$ cat src/audio_defines.svh
`ifndef AUDIO_DEFINES_SVH
`define AUDIO_DEFINES_SVH

`define AUD_SAMPLE_W    16  // bits per sample
`define AUD_ADDR_W      6
`define AUD_RAM_DEPTH   64
`define AUD_SPEED_W     4
`define AUD_DAC_CREDITS 2   // dac buffer entries

`endif

$ cat src/audio_pkg.sv
`include "audio_defines.svh"

package audio_pkg;

    typedef logic [`AUD_SAMPLE_W-1:0] sample_t;  // unsigned pcm

    typedef enum logic [1:0] {
        ST_IDLE,
        ST_PLAY,
        ST_PAUSE,
        ST_BACKTRACK  // fast + interpolation selects reverse
    } play_state_e;

endpackage

$ cat src/mem_pkg.sv
`include "audio_defines.svh"

package mem_pkg;

    typedef logic [`AUD_ADDR_W-1:0] ram_addr_t;

    typedef enum logic {
        CL_RECORDER = 1'b0,  // higher priority
        CL_PLAYER   = 1'b1
    } client_e;

endpackage

$ cat src/audio_core_top.sv
`timescale 1ns/1ns
`include "audio_defines.svh"

module audio_core_top (
    input  logic                    i_clk,
    input  logic                    i_rst_n,
    input  logic                    i_record,
    input  logic                    i_start,
    input  logic                    i_pause,
    input  logic                    i_stop,
    input  logic                    i_fast,
    input  logic [`AUD_SPEED_W-1:0] i_speed,
    input  logic                    i_interpolation,
    input  logic                    i_bclk,
    input  logic                    i_lrck,
    input  logic                    i_adc_dat,
    output logic                    o_dac_dat,
    output logic                    o_recording,
    output logic                    o_playing
);

    logic               wr_req;
    mem_pkg::ram_addr_t wr_addr;
    audio_pkg::sample_t wr_data;
    logic               wr_gnt;
    logic               rd_req;
    mem_pkg::ram_addr_t rd_addr;
    logic               rd_gnt;
    logic               rd_valid;
    audio_pkg::sample_t rd_data;
    mem_pkg::ram_addr_t end_addr;
    logic               smp_valid;
    audio_pkg::sample_t smp_data;
    logic               credit;

    audio_recorder u_recorder (
        .i_clk       (i_clk),
        .i_rst_n     (i_rst_n),
        .i_record    (i_record),
        .i_stop      (i_stop),
        .i_bclk      (i_bclk),
        .i_lrck      (i_lrck),
        .i_adc_dat   (i_adc_dat),
        .o_wr_req    (wr_req),
        .o_wr_addr   (wr_addr),
        .o_wr_data   (wr_data),
        .i_wr_gnt    (wr_gnt),
        .o_end_addr  (end_addr),
        .o_recording (o_recording)
    );

    audio_player u_player (
        .i_clk           (i_clk),
        .i_rst_n         (i_rst_n),
        .i_start         (i_start),
        .i_pause         (i_pause),
        .i_stop          (i_stop),
        .i_fast          (i_fast),
        .i_speed         (i_speed),
        .i_interpolation (i_interpolation),
        .i_end_addr      (end_addr),
        .i_recording     (o_recording),  // no playback while recording
        .o_rd_req        (rd_req),
        .o_rd_addr       (rd_addr),
        .i_rd_gnt        (rd_gnt),
        .i_rd_valid      (rd_valid),
        .i_rd_data       (rd_data),
        .o_smp_valid     (smp_valid),
        .o_smp_data      (smp_data),
        .i_credit        (credit),
        .o_playing       (o_playing)
    );

    sample_ram_arbiter u_arbiter (
        .i_clk      (i_clk),
        .i_rst_n    (i_rst_n),
        .i_wr_req   (wr_req),
        .i_wr_addr  (wr_addr),
        .i_wr_data  (wr_data),
        .o_wr_gnt   (wr_gnt),
        .i_rd_req   (rd_req),
        .i_rd_addr  (rd_addr),
        .o_rd_gnt   (rd_gnt),
        .o_rd_valid (rd_valid),
        .o_rd_data  (rd_data)
    );

    dac_serializer u_serializer (
        .i_clk       (i_clk),
        .i_rst_n     (i_rst_n),
        .i_smp_valid (smp_valid),
        .i_smp_data  (smp_data),
        .o_credit    (credit),
        .i_bclk      (i_bclk),
        .i_lrck      (i_lrck),
        .o_dac_dat   (o_dac_dat)
    );

endmodule

$ cat src/audio_player.sv
`timescale 1ns/1ns
`include "audio_defines.svh"

module audio_player (
    input  logic                    i_clk,
    input  logic                    i_rst_n,
    input  logic                    i_start,
    input  logic                    i_pause,
    input  logic                    i_stop,
    input  logic                    i_fast,           // 1 fast, 0 slow
    input  logic [`AUD_SPEED_W-1:0] i_speed,
    input  logic                    i_interpolation,  // 1 linear, 0 constant
    input  mem_pkg::ram_addr_t      i_end_addr,
    input  logic                    i_recording,
    output logic                    o_rd_req,
    output mem_pkg::ram_addr_t      o_rd_addr,
    input  logic                    i_rd_gnt,
    input  logic                    i_rd_valid,
    input  audio_pkg::sample_t      i_rd_data,
    output logic                    o_smp_valid,
    output audio_pkg::sample_t      o_smp_data,
    input  logic                    i_credit,
    output logic                    o_playing
);

    localparam int CRED_W = $clog2(`AUD_DAC_CREDITS + 1);
    localparam int EXT_W  = `AUD_ADDR_W + 1;

    audio_pkg::play_state_e                state;
    mem_pkg::ram_addr_t                    addr;
    logic                                  addr_ok;  // addr still inside the recording
    logic                                  prime;    // first fetch only loads prev
    logic [`AUD_SPEED_W-1:0]               phase;
    logic [CRED_W-1:0]                     credits;
    audio_pkg::sample_t                    prev;
    audio_pkg::sample_t                    cur;
    audio_pkg::sample_t                    out;
    logic [`AUD_SAMPLE_W+`AUD_SPEED_W-1:0] lin_sum;
    logic [EXT_W-1:0]                      nxt;
    logic                                  nxt_ok;
    logic                                  back_mode;
    logic                                  backward;
    logic                                  running;
    logic                                  busy;
    logic                                  has_credit;
    logic                                  ctrl;
    logic                                  step;
    logic                                  adv;
    logic                                  push;

    // v / s through a reciprocal table
    function automatic audio_pkg::sample_t frac_mul(input audio_pkg::sample_t v,
                                                    input logic [`AUD_SPEED_W-1:0] s);
        logic [`AUD_SAMPLE_W-1:0]   recip;
        logic [2*`AUD_SAMPLE_W-1:0] prod;
        case (s)
            4'd2:    recip = 16'h8000;
            4'd3:    recip = 16'h5555;
            4'd4:    recip = 16'h4000;
            4'd5:    recip = 16'h3333;
            4'd6:    recip = 16'h2AAA;
            4'd7:    recip = 16'h2492;
            4'd8:    recip = 16'h2000;
            4'd9:    recip = 16'h1C71;
            4'd10:   recip = 16'h1999;
            4'd11:   recip = 16'h1745;
            4'd12:   recip = 16'h1555;
            4'd13:   recip = 16'h13B1;
            4'd14:   recip = 16'h1249;
            4'd15:   recip = 16'h1111;
            default: recip = '0;
        endcase
        prod = v * recip;
        return (s == 1) ? v : prod[2*`AUD_SAMPLE_W-1:`AUD_SAMPLE_W];
    endfunction

    assign back_mode  = i_fast && i_interpolation;
    assign backward   = (state == audio_pkg::ST_BACKTRACK);
    assign running    = backward || (state == audio_pkg::ST_PLAY);
    assign busy       = o_rd_req || i_rd_valid;  // one read in flight
    assign has_credit = (credits != '0);
    assign ctrl       = !busy && (i_pause || i_stop || (back_mode != backward));
    assign step       = running && (i_rd_valid || (!busy && !ctrl && !addr_ok && has_credit));
    assign adv        = prime || i_fast || (phase == i_speed - 1'b1);
    assign push       = ((state == audio_pkg::ST_PAUSE) && has_credit) || (step && !prime);
    assign cur        = addr_ok ? i_rd_data : prev;  // past the end, hold last
    assign o_rd_addr  = addr;
    assign o_playing  = (state != audio_pkg::ST_IDLE);

    always_comb begin
        if (backward)
            nxt = {1'b0, addr} - EXT_W'(i_speed);
        else
            nxt = {1'b0, addr} + (i_fast ? EXT_W'(i_speed) : EXT_W'(1));
        nxt_ok  = backward ? !nxt[EXT_W-1] : (nxt <= {1'b0, i_end_addr});
        lin_sum = frac_mul(prev, i_speed) * (i_speed - phase)
                  + frac_mul(cur, i_speed) * phase;
        out     = (i_fast || !i_interpolation) ? prev : lin_sum[`AUD_SAMPLE_W-1:0];
    end

    always_ff @(posedge i_clk) begin
        if (step && adv)
            prev <= cur;
        if (push)
            o_smp_data <= (state == audio_pkg::ST_PAUSE) ? '0 : out;
    end

    always_ff @(posedge i_clk or negedge i_rst_n) begin
        if (!i_rst_n) begin
            state       <= audio_pkg::ST_IDLE;
            addr        <= '0;
            addr_ok     <= 1'b0;
            prime       <= 1'b0;
            phase       <= '0;
            credits     <= CRED_W'(`AUD_DAC_CREDITS);
            o_rd_req    <= 1'b0;
            o_smp_valid <= 1'b0;
        end else begin
            o_smp_valid <= push;
            credits     <= credits + CRED_W'(i_credit) - CRED_W'(push);
            if (i_rd_gnt)
                o_rd_req <= 1'b0;
            case (state)
                audio_pkg::ST_IDLE: begin
                    if (i_start && !i_recording) begin
                        state   <= back_mode ? audio_pkg::ST_BACKTRACK : audio_pkg::ST_PLAY;
                        addr    <= back_mode ? i_end_addr : '0;
                        addr_ok <= 1'b1;
                        prime   <= 1'b1;
                        phase   <= '0;
                    end
                end
                audio_pkg::ST_PAUSE: begin
                    if (i_stop)
                        state <= audio_pkg::ST_IDLE;
                    else if (!i_pause)
                        state <= audio_pkg::ST_PLAY;
                end
                default: begin
                    if (ctrl) begin
                        if (i_pause)
                            state <= audio_pkg::ST_PAUSE;
                        else if (i_stop)
                            state <= audio_pkg::ST_IDLE;
                        else
                            state <= back_mode ? audio_pkg::ST_BACKTRACK : audio_pkg::ST_PLAY;
                    end else if (step) begin
                        if (!adv) begin
                            phase <= phase + 1'b1;
                        end else if (!addr_ok) begin
                            state <= audio_pkg::ST_IDLE;  // last sample sent
                        end else begin
                            phase   <= '0;
                            prime   <= 1'b0;
                            addr    <= nxt[`AUD_ADDR_W-1:0];
                            addr_ok <= nxt_ok;
                        end
                    end else if (!busy && addr_ok && (prime || has_credit)) begin
                        o_rd_req <= 1'b1;
                    end
                end
            endcase
        end
    end

    a_credit_max: assert property (@(posedge i_clk) disable iff (!i_rst_n)
        credits <= CRED_W'(`AUD_DAC_CREDITS));

    a_speed_nonzero: assert property (@(posedge i_clk) disable iff (!i_rst_n)
        (state == audio_pkg::ST_IDLE && i_start && !i_recording) |-> (i_speed != '0));

endmodule

$ cat src/audio_recorder.sv
`timescale 1ns/1ns
`include "audio_defines.svh"

module audio_recorder (
    input  logic               i_clk,
    input  logic               i_rst_n,
    input  logic               i_record,
    input  logic               i_stop,
    input  logic               i_bclk,
    input  logic               i_lrck,
    input  logic               i_adc_dat,
    output logic               o_wr_req,
    output mem_pkg::ram_addr_t o_wr_addr,
    output audio_pkg::sample_t o_wr_data,
    input  logic               i_wr_gnt,
    output mem_pkg::ram_addr_t o_end_addr,
    output logic               o_recording
);

    localparam int CNT_W = $clog2(`AUD_SAMPLE_W + 1);

    logic               bclk_p;
    logic               lrck_p;
    logic               frame_start;
    logic               take_bit;
    logic [CNT_W-1:0]   bit_cnt;  // full count means no frame open
    audio_pkg::sample_t shift;

    assign frame_start = lrck_p && !i_lrck;  // left channel begins
    assign take_bit    = o_recording && !frame_start && i_bclk && !bclk_p
                         && (bit_cnt < CNT_W'(`AUD_SAMPLE_W));

    always_ff @(posedge i_clk) begin
        if (take_bit)
            shift <= {shift[`AUD_SAMPLE_W-2:0], i_adc_dat};
        if (take_bit && (bit_cnt == CNT_W'(`AUD_SAMPLE_W - 1)))
            o_wr_data <= {shift[`AUD_SAMPLE_W-2:0], i_adc_dat};
    end

    always_ff @(posedge i_clk or negedge i_rst_n) begin
        if (!i_rst_n) begin
            bclk_p      <= 1'b0;
            lrck_p      <= 1'b0;
            bit_cnt     <= CNT_W'(`AUD_SAMPLE_W);
            o_wr_req    <= 1'b0;
            o_wr_addr   <= '0;
            o_end_addr  <= '0;
            o_recording <= 1'b0;
        end else begin
            bclk_p <= i_bclk;
            lrck_p <= i_lrck;
            if (!o_recording) begin
                if (i_record) begin
                    o_recording <= 1'b1;
                    o_wr_addr   <= '0;
                    bit_cnt     <= CNT_W'(`AUD_SAMPLE_W);  // wait for a frame edge
                end
            end else if (i_stop) begin
                o_recording <= 1'b0;
            end else if (frame_start) begin
                bit_cnt <= '0;
            end else if (take_bit) begin
                bit_cnt <= bit_cnt + 1'b1;
                if (bit_cnt == CNT_W'(`AUD_SAMPLE_W - 1))
                    o_wr_req <= 1'b1;
            end
            if (o_wr_req && i_wr_gnt) begin
                o_wr_req   <= 1'b0;
                o_end_addr <= o_wr_addr;
                o_wr_addr  <= o_wr_addr + 1'b1;
                if (o_wr_addr == mem_pkg::ram_addr_t'(`AUD_RAM_DEPTH - 1))
                    o_recording <= 1'b0;  // ram full
            end
        end
    end

endmodule

$ cat src/dac_serializer.sv
`timescale 1ns/1ns
`include "audio_defines.svh"

module dac_serializer (
    input  logic               i_clk,
    input  logic               i_rst_n,
    input  logic               i_smp_valid,
    input  audio_pkg::sample_t i_smp_data,
    output logic               o_credit,
    input  logic               i_bclk,
    input  logic               i_lrck,
    output logic               o_dac_dat
);

    localparam int PTR_W = $clog2(`AUD_DAC_CREDITS);
    localparam int CNT_W = $clog2(`AUD_DAC_CREDITS + 1);

    audio_pkg::sample_t buf_mem [`AUD_DAC_CREDITS];
    logic [PTR_W-1:0]   wr_ptr;
    logic [PTR_W-1:0]   rd_ptr;
    logic [CNT_W-1:0]   count;
    audio_pkg::sample_t shift;
    audio_pkg::sample_t next_smp;
    logic               bclk_p;
    logic               lrck_p;
    logic               frame_start;
    logic               bclk_fall;
    logic               pop;

    assign frame_start = lrck_p && !i_lrck;
    assign bclk_fall   = bclk_p && !i_bclk;
    assign pop         = frame_start && (count != '0);
    assign next_smp    = pop ? buf_mem[rd_ptr] : '0;  // empty buffer sends silence

    always_ff @(posedge i_clk) begin
        if (i_smp_valid)
            buf_mem[wr_ptr] <= i_smp_data;
    end

    always_ff @(posedge i_clk or negedge i_rst_n) begin
        if (!i_rst_n) begin
            wr_ptr    <= '0;
            rd_ptr    <= '0;
            count     <= '0;
            shift     <= '0;
            bclk_p    <= 1'b0;
            lrck_p    <= 1'b0;
            o_credit  <= 1'b0;
            o_dac_dat <= 1'b0;
        end else begin
            bclk_p   <= i_bclk;
            lrck_p   <= i_lrck;
            o_credit <= pop;  // one credit per consumed sample
            if (i_smp_valid)
                wr_ptr <= wr_ptr + 1'b1;
            if (pop)
                rd_ptr <= rd_ptr + 1'b1;
            count <= count + CNT_W'(i_smp_valid) - CNT_W'(pop);
            if (frame_start) begin
                o_dac_dat <= next_smp[`AUD_SAMPLE_W-1];  // msb right at frame start
                shift     <= next_smp << 1;
            end else if (bclk_fall) begin
                o_dac_dat <= shift[`AUD_SAMPLE_W-1];
                shift     <= shift << 1;
            end
        end
    end

    a_no_overflow: assert property (@(posedge i_clk) disable iff (!i_rst_n)
        i_smp_valid |-> (count < CNT_W'(`AUD_DAC_CREDITS)));

endmodule

$ cat src/sample_ram_arbiter.sv
`timescale 1ns/1ns
`include "audio_defines.svh"

module sample_ram_arbiter (
    input  logic               i_clk,
    input  logic               i_rst_n,
    input  logic               i_wr_req,
    input  mem_pkg::ram_addr_t i_wr_addr,
    input  audio_pkg::sample_t i_wr_data,
    output logic               o_wr_gnt,
    input  logic               i_rd_req,
    input  mem_pkg::ram_addr_t i_rd_addr,
    output logic               o_rd_gnt,
    output logic               o_rd_valid,
    output audio_pkg::sample_t o_rd_data
);

    audio_pkg::sample_t ram [`AUD_RAM_DEPTH];
    mem_pkg::client_e   sel;
    mem_pkg::ram_addr_t ram_addr;

    assign sel      = i_wr_req ? mem_pkg::CL_RECORDER : mem_pkg::CL_PLAYER;
    assign o_wr_gnt = i_wr_req;
    assign o_rd_gnt = i_rd_req && (sel == mem_pkg::CL_PLAYER);
    assign ram_addr = (sel == mem_pkg::CL_RECORDER) ? i_wr_addr : i_rd_addr;  // one port

    always_ff @(posedge i_clk) begin
        if (o_wr_gnt)
            ram[ram_addr] <= i_wr_data;
        else if (o_rd_gnt)
            o_rd_data <= ram[ram_addr];
    end

    always_ff @(posedge i_clk or negedge i_rst_n) begin
        if (!i_rst_n) begin
            o_rd_valid <= 1'b0;
        end else begin
            o_rd_valid <= o_rd_gnt;  // data one cycle after grant
        end
    end

    a_wr_one_cycle: assert property (@(posedge i_clk) disable iff (!i_rst_n)
        o_wr_gnt |=> !i_wr_req);  // one write per frame

    a_rd_wait_one: assert property (@(posedge i_clk) disable iff (!i_rst_n)
        (i_rd_req && !o_rd_gnt) |=> o_rd_gnt);

endmodule

$ cat config.mk
export PLATFORM = sky130hd
export DESIGN_NAME = audio_core_top
export DESIGN_NICKNAME = d
export VERILOG_FILES = /design/src/audio_pkg.sv /design/src/mem_pkg.sv /design/src/audio_core_top.sv /design/src/audio_player.sv /design/src/audio_recorder.sv /design/src/dac_serializer.sv /design/src/sample_ram_arbiter.sv
export VERILOG_INCLUDE_DIRS = /design/src
export SDC_FILE = /design/constraint.sdc
export NUM_CORES = 2
export LEC_CHECK = 0
export BUFFER_PORTS_ARGS = -buffer_cell sky130_fd_sc_hd__buf_2
export CAP_MARGIN = 20
export CORE_MARGIN = 2
export CORE_UTILIZATION = 60
export DETAILED_ROUTE_END_ITERATION = 6
export PLACE_DENSITY = 0.83
export SLEW_MARGIN = 30
export SYNTH_ARGS = -nofsm -noshare
export SYNTH_HDL_FRONTEND = slang
export SYNTH_SLANG_ARGS = --single-unit
export TNS_END_PERCENT = 50
$ cat constraint.sdc
create_clock -name i_clk -period 17.5 [get_ports i_clk]
set_input_delay 3.5 -clock i_clk [delete_from_list [all_inputs] [get_ports i_clk]]
set_output_delay 3.5 -clock i_clk [all_outputs]
set_load 0.03 [all_outputs]
---- Yosys cells after proc, flatten, opt, wreduce, memory -nomap -nowiden ----
Memory sizes are Yosys's and may differ from the RTL's. A register that Yosys moved wholly into a read port is not among the register bits.
Index checks and enable logic that the tools add are counted.
Widths: inputs -> output; s select.
word-level totals
  flip-flop bits (word level) ............. 125
  bits in latches ......................... 0
  memory bits (writable) .................. 1056
  ROM bits ................................ 512
  input port bits ......................... 15
  output and inout bits ................... 3
  logic and storage cells ................. 207
  memories kept ........................... 4
memory list
  name                  depth  bits a word  read ports  clocked after Yosys merged registers in  write ports  RTL line                  source
  u_arbiter.ram         64     16           1           1                                        1            sample_ram_arbiter.sv:18  audio_pkg::sample_t ram [`AUD_RAM_DEPTH];
  (name not given)      16     16           1           0                                        0            audio_player.sv:56        case (s)
  (name not given)      16     16           1           0                                        0            audio_player.sv:56
  u_serializer.buf_mem  2      16           1           0                                        1            dac_serializer.sv:18      audio_pkg::sample_t buf_mem [`AUD_DAC_CREDITS];
operators by class
  add/subtract/negate cells ............... 14
  multipliers ............................. 4
  div/mod/pow operators ................... 0
  order comparisons ....................... 2
  equality and inequality tests ........... 16
  shifts and indexed selects .............. 0
  mux-type cells .......................... 77
  bitwise operators ....................... 2
  reduce and logical (&&, ||, !) cells .... 62
operator list
  cell                 count
  $mux 16              7
  $mul 16x16->32       2
  $mux 6               10
  $mux 1               33
  $mux 5               5
  $mux 4               6
  $logic_and 1x1->1    21
  $mul 16x20->16       1
  $mux 2               10
  $reduce_bool 2->1    9
  $add 16x16->16       1
  $mul 16x4->16        1
  $reduce_and 5->1     3
  $pmux 6 s2           1
  $logic_not 1->1      11
  $logic_or 1x1->1     10
  $pmux 4 s2           1
  $reduce_bool 4->1    2
  $add 6x7->7          1
  $le 7x6->1           1
  $mux 7               1
  $sub 6x4->7          1
  $add 6x1->6 const B  1
  $eq 6x6->1 const B   1
  27 further kinds     37

---- Logic depth before layout (Yosys ltp) ----
  depth after elaboration ................. 13
  depth in mapped cells ................... 54
  depth with buffers taken out ............ 53

---- Hierarchy ----
Synthesis repeated with hierarchy kept, for this count alone.
second synthesis, totals
  cell total of the unflattened synthesis .. 4948
  area, all modules ....................... 65522.8 sq um
by module, submodules not included
  module              times used  cells an instance  area each (sq um)  sequential area each (sq um)
  sample_ram_arbiter  1           2041               38413.1            31255.0
  audio_player        1           2658               22975.8            1412.6
  dac_serializer      1           130                2180.8             1536.5
  audio_recorder      1           119                1953.1             1457.6

---- Worst setup path after synthesis ----
No wires, ideal clock.
  path kind ............................... input-to-reg
  from .................................... input i_speed[3]
  to ...................................... register u_player.o_smp_data[15], data pin
  setup time .............................. 0.265 ns
  data arrival time ....................... 15.520 ns
  data required time ...................... 17.235 ns
  setup slack ............................. 1.715 ns
  stages .................................. 48
  buffers on the path ..................... 4
  cells stage by stage .................... buf_2 -> buf_1 -> clkbuf_1 -> nand3_1 -> nand2_1 -> clkbuf_1 -> nand2_1 -> fa_1 -> fa_1 -> inv_1 -> fa_1 -> fa_1 -> fa_1 -> inv_1 -> fa_1 -> inv_1 -> ha_1 -> o21a_1 -> (+12 left out) -> inv_1 -> ha_1 -> fa_1 -> fa_1 -> fa_1 -> inv_1 -> fa_1 -> inv_1 -> ha_1 -> and3_1 -> a21oi_1 -> o211ai_1 -> a41oi_1 -> xnor2_1 -> xor3_1 -> xnor3_1 -> nand2_1 -> a21oi_2
on the way
  word-level cells in the longest chain between the ends .. 6
  elaborated cells on any way between the ends .. 12
  those cells by class .................... 2 x add/sub; 4 x mul; 1 x eq/ne; 3 x mux; 2 x memory
ends and longest elaborated chain
  what                                             RTL line                                source
  start, declared                                  audio_core_top.sv:12                    input logic [`AUD_SPEED_W-1:0] i_speed,
  $mem_v2 16x16                                    n/a
  $mul 16x16->32                                   audio_player.sv:73                      prod = v * recip;
  $mux 16                                          audio_player.sv:74                      return (s == 1) ? v : prod[2*`AUD_SAMPLE_W-1:`AUD_SAMPLE_W];
  $mul 16x20->16 or $mul 16x4->16 (tied branches)  audio_player.sv:96, audio_player.sv:97
  $add 16x16->16 (*)                               audio_player.sv:97                      + frac_mul(cur, i_speed) * phase;
  $mux 16 (*)                                      audio_player.sv:98                      out = (i_fast || !i_interpolation) ? prev : lin_sum[`AUD_SAMPLE_W-1:0];
  end signal, assigned                             audio_player.sv:105                     o_smp_data <= (state == audio_pkg::ST_PAUSE) ? '0 : out;
  end, declared                                    audio_player.sv:21                      output audio_pkg::sample_t o_smp_data,
Every way passes the cells marked *; elsewhere a longest branch is shown, timed or not.
A chain may end at the register's enable or synchronous reset.

---- Final worst setup path ----
  from .................................... input i_speed[1]
  to ...................................... register u_player.o_smp_data[15], data pin
The elaborated chain is that of the path after synthesis.

==> results.py <==
metrics = {
    "run_status": {
        "violations": "DRC",
        "status": "finished with violations",
    },
    "synth": {
        "synth.distinct_cells": 83,
        "netlist_area_um2": 66800,
        "syn_avg_cell_area_um2": 12.8,
        "synth_enable_flop_cells": 1135,
        "yosysWarnings": 0,
        "seq_area_frac_synth": 0.533,
        "synthArstFlopShare": 0.0510,
        "netlist_instances": 5216,
        "synth_nets": 6033,
        "ys.flop_type": "edfxtp_1",
        "yosys_register_bits": 1196,
    },
    "critical_path": {
        "cp.buffers_inverters": 11,
        "slowest_stage": "fa_1",
        "startpoint_type": "primary input",
        "required_ns": 17.96,
        "cp_top_family": "adder cells",
        "crit_fanout": 12,
        "end_kind": "flop",
        "arrival_ns": 16.84,
        "slowest_delay_ns": 0.62,
        "critPathKind": "in -> reg",
        "cp_common_cell": "fa_1",
    },
    "grt": {
        "grt_max_degree": 98,
        "grt_first_pass_wirelength_um": 286000,
        "grt_use_total": 0.339,
        "antenna_found_initial": 2,
        "grt_pass1_vias": 46500,
        "grt_overflow_total": 0,
    },
    "sta": {
        "setup_violations": 0,
        "rsz0062_at_grt": "no",
        "hold_violations": 0,
        "period_needed_ns": 16.38,
        "fin_crit_sh": 0.936,
        "max-slew-margin-rel": 0.279,
        "maxSlewViolCount": 0,
        "finalSetupTns_ns": 0,
        "worstMarginPinSlew_ns": 1.05,
        "fin_skew_ns": 0.0531,
        "fmax_mhz": 61.1,
        "fin_ws_ns": 1.12,
    },
    "detailed_routing": {
        "wire_per_inst_um": 27.9,
        "drc": 2,
        "avgViaCountPerCell": 6.67,
        "drt_iter0_drc": 6667,
        "vias": 45600,
        "first_pass_iters": 7,
        "detail-route-antenna-nets": 0,
        "wl_um": 191000,
    },
    "final_layout": {
        "finalNetCount": 6086,
        "drive_above_1_share": 0.0758,
        "area_growth_pct": 8.99,
        "fin_util": 0.659,
        "n_antenna_cell": 0,
    },
    "clocking": {
        "cts_tree": "yes",
        "clock_latency_ns": 0.70,
        "post_cts_resized": 0,
        "post-cts-setup-buffer-count": 0,
        "clkSlewWorstSetupHoldPaths_ns": 0.07,
        "clock_path_buffers": 3,
        "htree_levels": 3,
        "cts.sinks": 1196,
        "hold_buffers": 0,
        "cts_buffers": 109,
        "cts_root_buffer": "clkbuf_16",
    },
    "floorplanning": {
        "die_area_um2": 114000,
        "core.rowCount": 122,
        "fp.coreArea_um2": 111000,
        "initial_utilization": 0.604,
        "dieWidth_um": 338,
        "die_h_um": 338,
        "ioPinCount": 18,
    },
    "min_path": {
        "hold_class": "reg -> reg",
    },
    "placement": {
        "gp_congestion": 0.994,
        "port_buffers": 17,
        "post-dp-hpwl_um": 121000,
        "dp_slack_ns": 0.554,
    },
    "run": {
        "drv_cap": 0,
    },
}
==> cell usage in the layout, fill, tap and decap left out, types with 12 or more instances in the layout <==
master        n
a21o_1       23
a21oi_1     139
a221o_1      18
a221oi_1     74
a222oi_1     43
a22o_1       79
a22oi_1     267
a31oi_1      64
a41oi_1      25
and2_1      147
and3_1       13
buf_2        17
buf_4       185
clkbuf_1     29
clkbuf_16   109
clkinv_1     34
clkinv_2     14
dfrtp_1      58
edfxtp_1   1135
fa_1        504
ha_1        298
inv_1       679
mux2i_1      74
nand2_1     482
nand2b_1     19
nand3_1      56
nand4_1      32
nor2_1      262
nor2b_1      15
nor3_1       22
nor4_1       21
o211ai_1     14
o21a_1       21
o21ai_0      87
o21bai_1     12
o22ai_1      34
xnor2_1      55
xor2_1       24
==> stage by stage <==
stage	instances	hold WS, ns	instance area (um^2)
finish	6844	0.444	72800
global route	6844	0.450	72800
CTS	6842	0.445	72700
detailed placement	6644	0.405	69400
global placement	6643	0.405	69300
floorplan	5216	0.400	66800
==> routing by layer <==
metal | share of wire | GRT usage | vias up
met2 | 0.46 | 0.531 | 3748
met3 | 0.13 | 0.0784 | 807
met5 | 0.000068 | 0 | -
met4 | 0.069 | 0.207 | 2
li1 | - | - | 18600
met1 | 0.34 | 0.433 | 22500
==> cell usage after synthesis (6+ instances only) <==
cell,instances,area [um^2]
a211oi_1,6,45.0
a21o_1,24,180
a21oi_1,143,716
a221o_1,18,180
a221oi_1,74,648
a222oi_1,43,430
a22o_1,80,701
a22oi_1,267,2000
a31oi_1,64,400
a41oi_1,25,219
and2_1,147,920
and3_1,13,81.3
buf_1,46,173
buf_2,6,30.0
clkbuf_1,214,803
clkinv_1,10,37.5
dfrtp_1,59,1480
edfxtp_1,1135,34100
fa_1,504,10100
ha_1,298,3730
inv_1,679,2550
mux2i_1,74,741
nand2_1,483,1810
nand2b_1,19,119
nand3_1,56,280
nand4_1,32,200
nor2_1,272,1020
nor2b_1,19,119
nor3_1,23,115
nor3b_1,6,45.0
nor4_1,21,131
o2111ai_1,7,61.3
o211ai_1,14,105
o21a_1,21,158
o21ai_0,89,445
o21ai_1,8,40.0
o21bai_1,12,90.1
o22ai_1,35,219
o31ai_1,9,67.6
or3_1,6,37.5
xnor2_1,55,482
xor2_1,24,210
==> state kept, by name, summed over array words and instances, names as in the netlist, 4 cells and up <==
| name | flops |
|---|---|
| u_arbiter.ram | 1024 |
| u_recorder.o_end_addr | 6 |
| u_serializer.shift | 15 |
| u_serializer.buf_mem | 32 |
| u_player.o_smp_data | 16 |
| u_player.o_rd_addr | 6 |
| u_arbiter.o_rd_data | 16 |
| u_recorder.o_wr_addr | 6 |
| u_player.prev | 16 |
| u_player.phase | 4 |
| u_recorder.shift | 15 |
| u_recorder.bit_cnt | 5 |
| u_recorder.o_wr_data | 16 |
==> kinds of logic (layout without fill, tap and decap cells) <==
logic type / after synthesis / after routing / share of synthesized area
flops: 1196 / 1196 / 0.533
compound gates: 978 / 978 / 0.106
xor+xnor: 82 / 82 / 0.0114
simple gates: 1123 / 1123 / 0.0766
fa+ha+maj: 802 / 802 / 0.207
mux: 78 / 78 / 0.0118
buf+inv: 957 / 1097 / 0.0540
==> area by class of cell <==
| class | count | area [um^2] |
|---|---|---|
| timing repair buffer | 209 | 1580 |
| clock inverter | 59 | 538 |
| sequential | 1196 | 35600 |
| clock buffer | 139 | 2850 |
| tap | 1488 | 1860 |
| multi-input combinational | 3063 | 27700 |
| inverter | 690 | 2590 |
| fill | 7550 | 37700 |
==> path summary, 6_finish.rpt <==
kind | cells after the start | slack, ns | start | end
setup / recovery | 48 | 1.12 | i_speed[1] | u_player.o_smp_data[15]$_SDFFCE_PP0N_
hold reg to reg | 0 | 0.44 | u_recorder.shift[14]$_DFFE_PP_ | u_recorder.o_wr_data[15]$_DFFE_PP_
setup reg to reg | 48 | 3.31 | u_player.prev[6]$_DFFE_PP_ | u_player.o_smp_data[15]$_SDFFCE_PP0N_
hold / removal | 0 | 0.44 | u_recorder.shift[14]$_DFFE_PP_ | u_recorder.o_wr_data[15]$_DFFE_PP_
min in group asynchronous | 2 | 2.95 | i_rst_n | u_serializer.shift[10]$_DFFE_PN0P_
max in group asynchronous | 2 | 13.98 | i_rst_n | u_serializer.rd_ptr$_DFFE_PN0P_
==> worst register-to-register path: cells and delay by family, from the launching register on <==
family,cells,cell delay [ns]
fa+ha+maj,15,6.96
simple gates,5,0.77
buf+inv,12,1.45
flops,1,1.07
compound gates,11,2.26
mux,1,0.45
xor+xnor,4,1.01
Power is not shown: default switching activity piles up to over one toggle a cycle in this logic, so the estimate is an artifact.
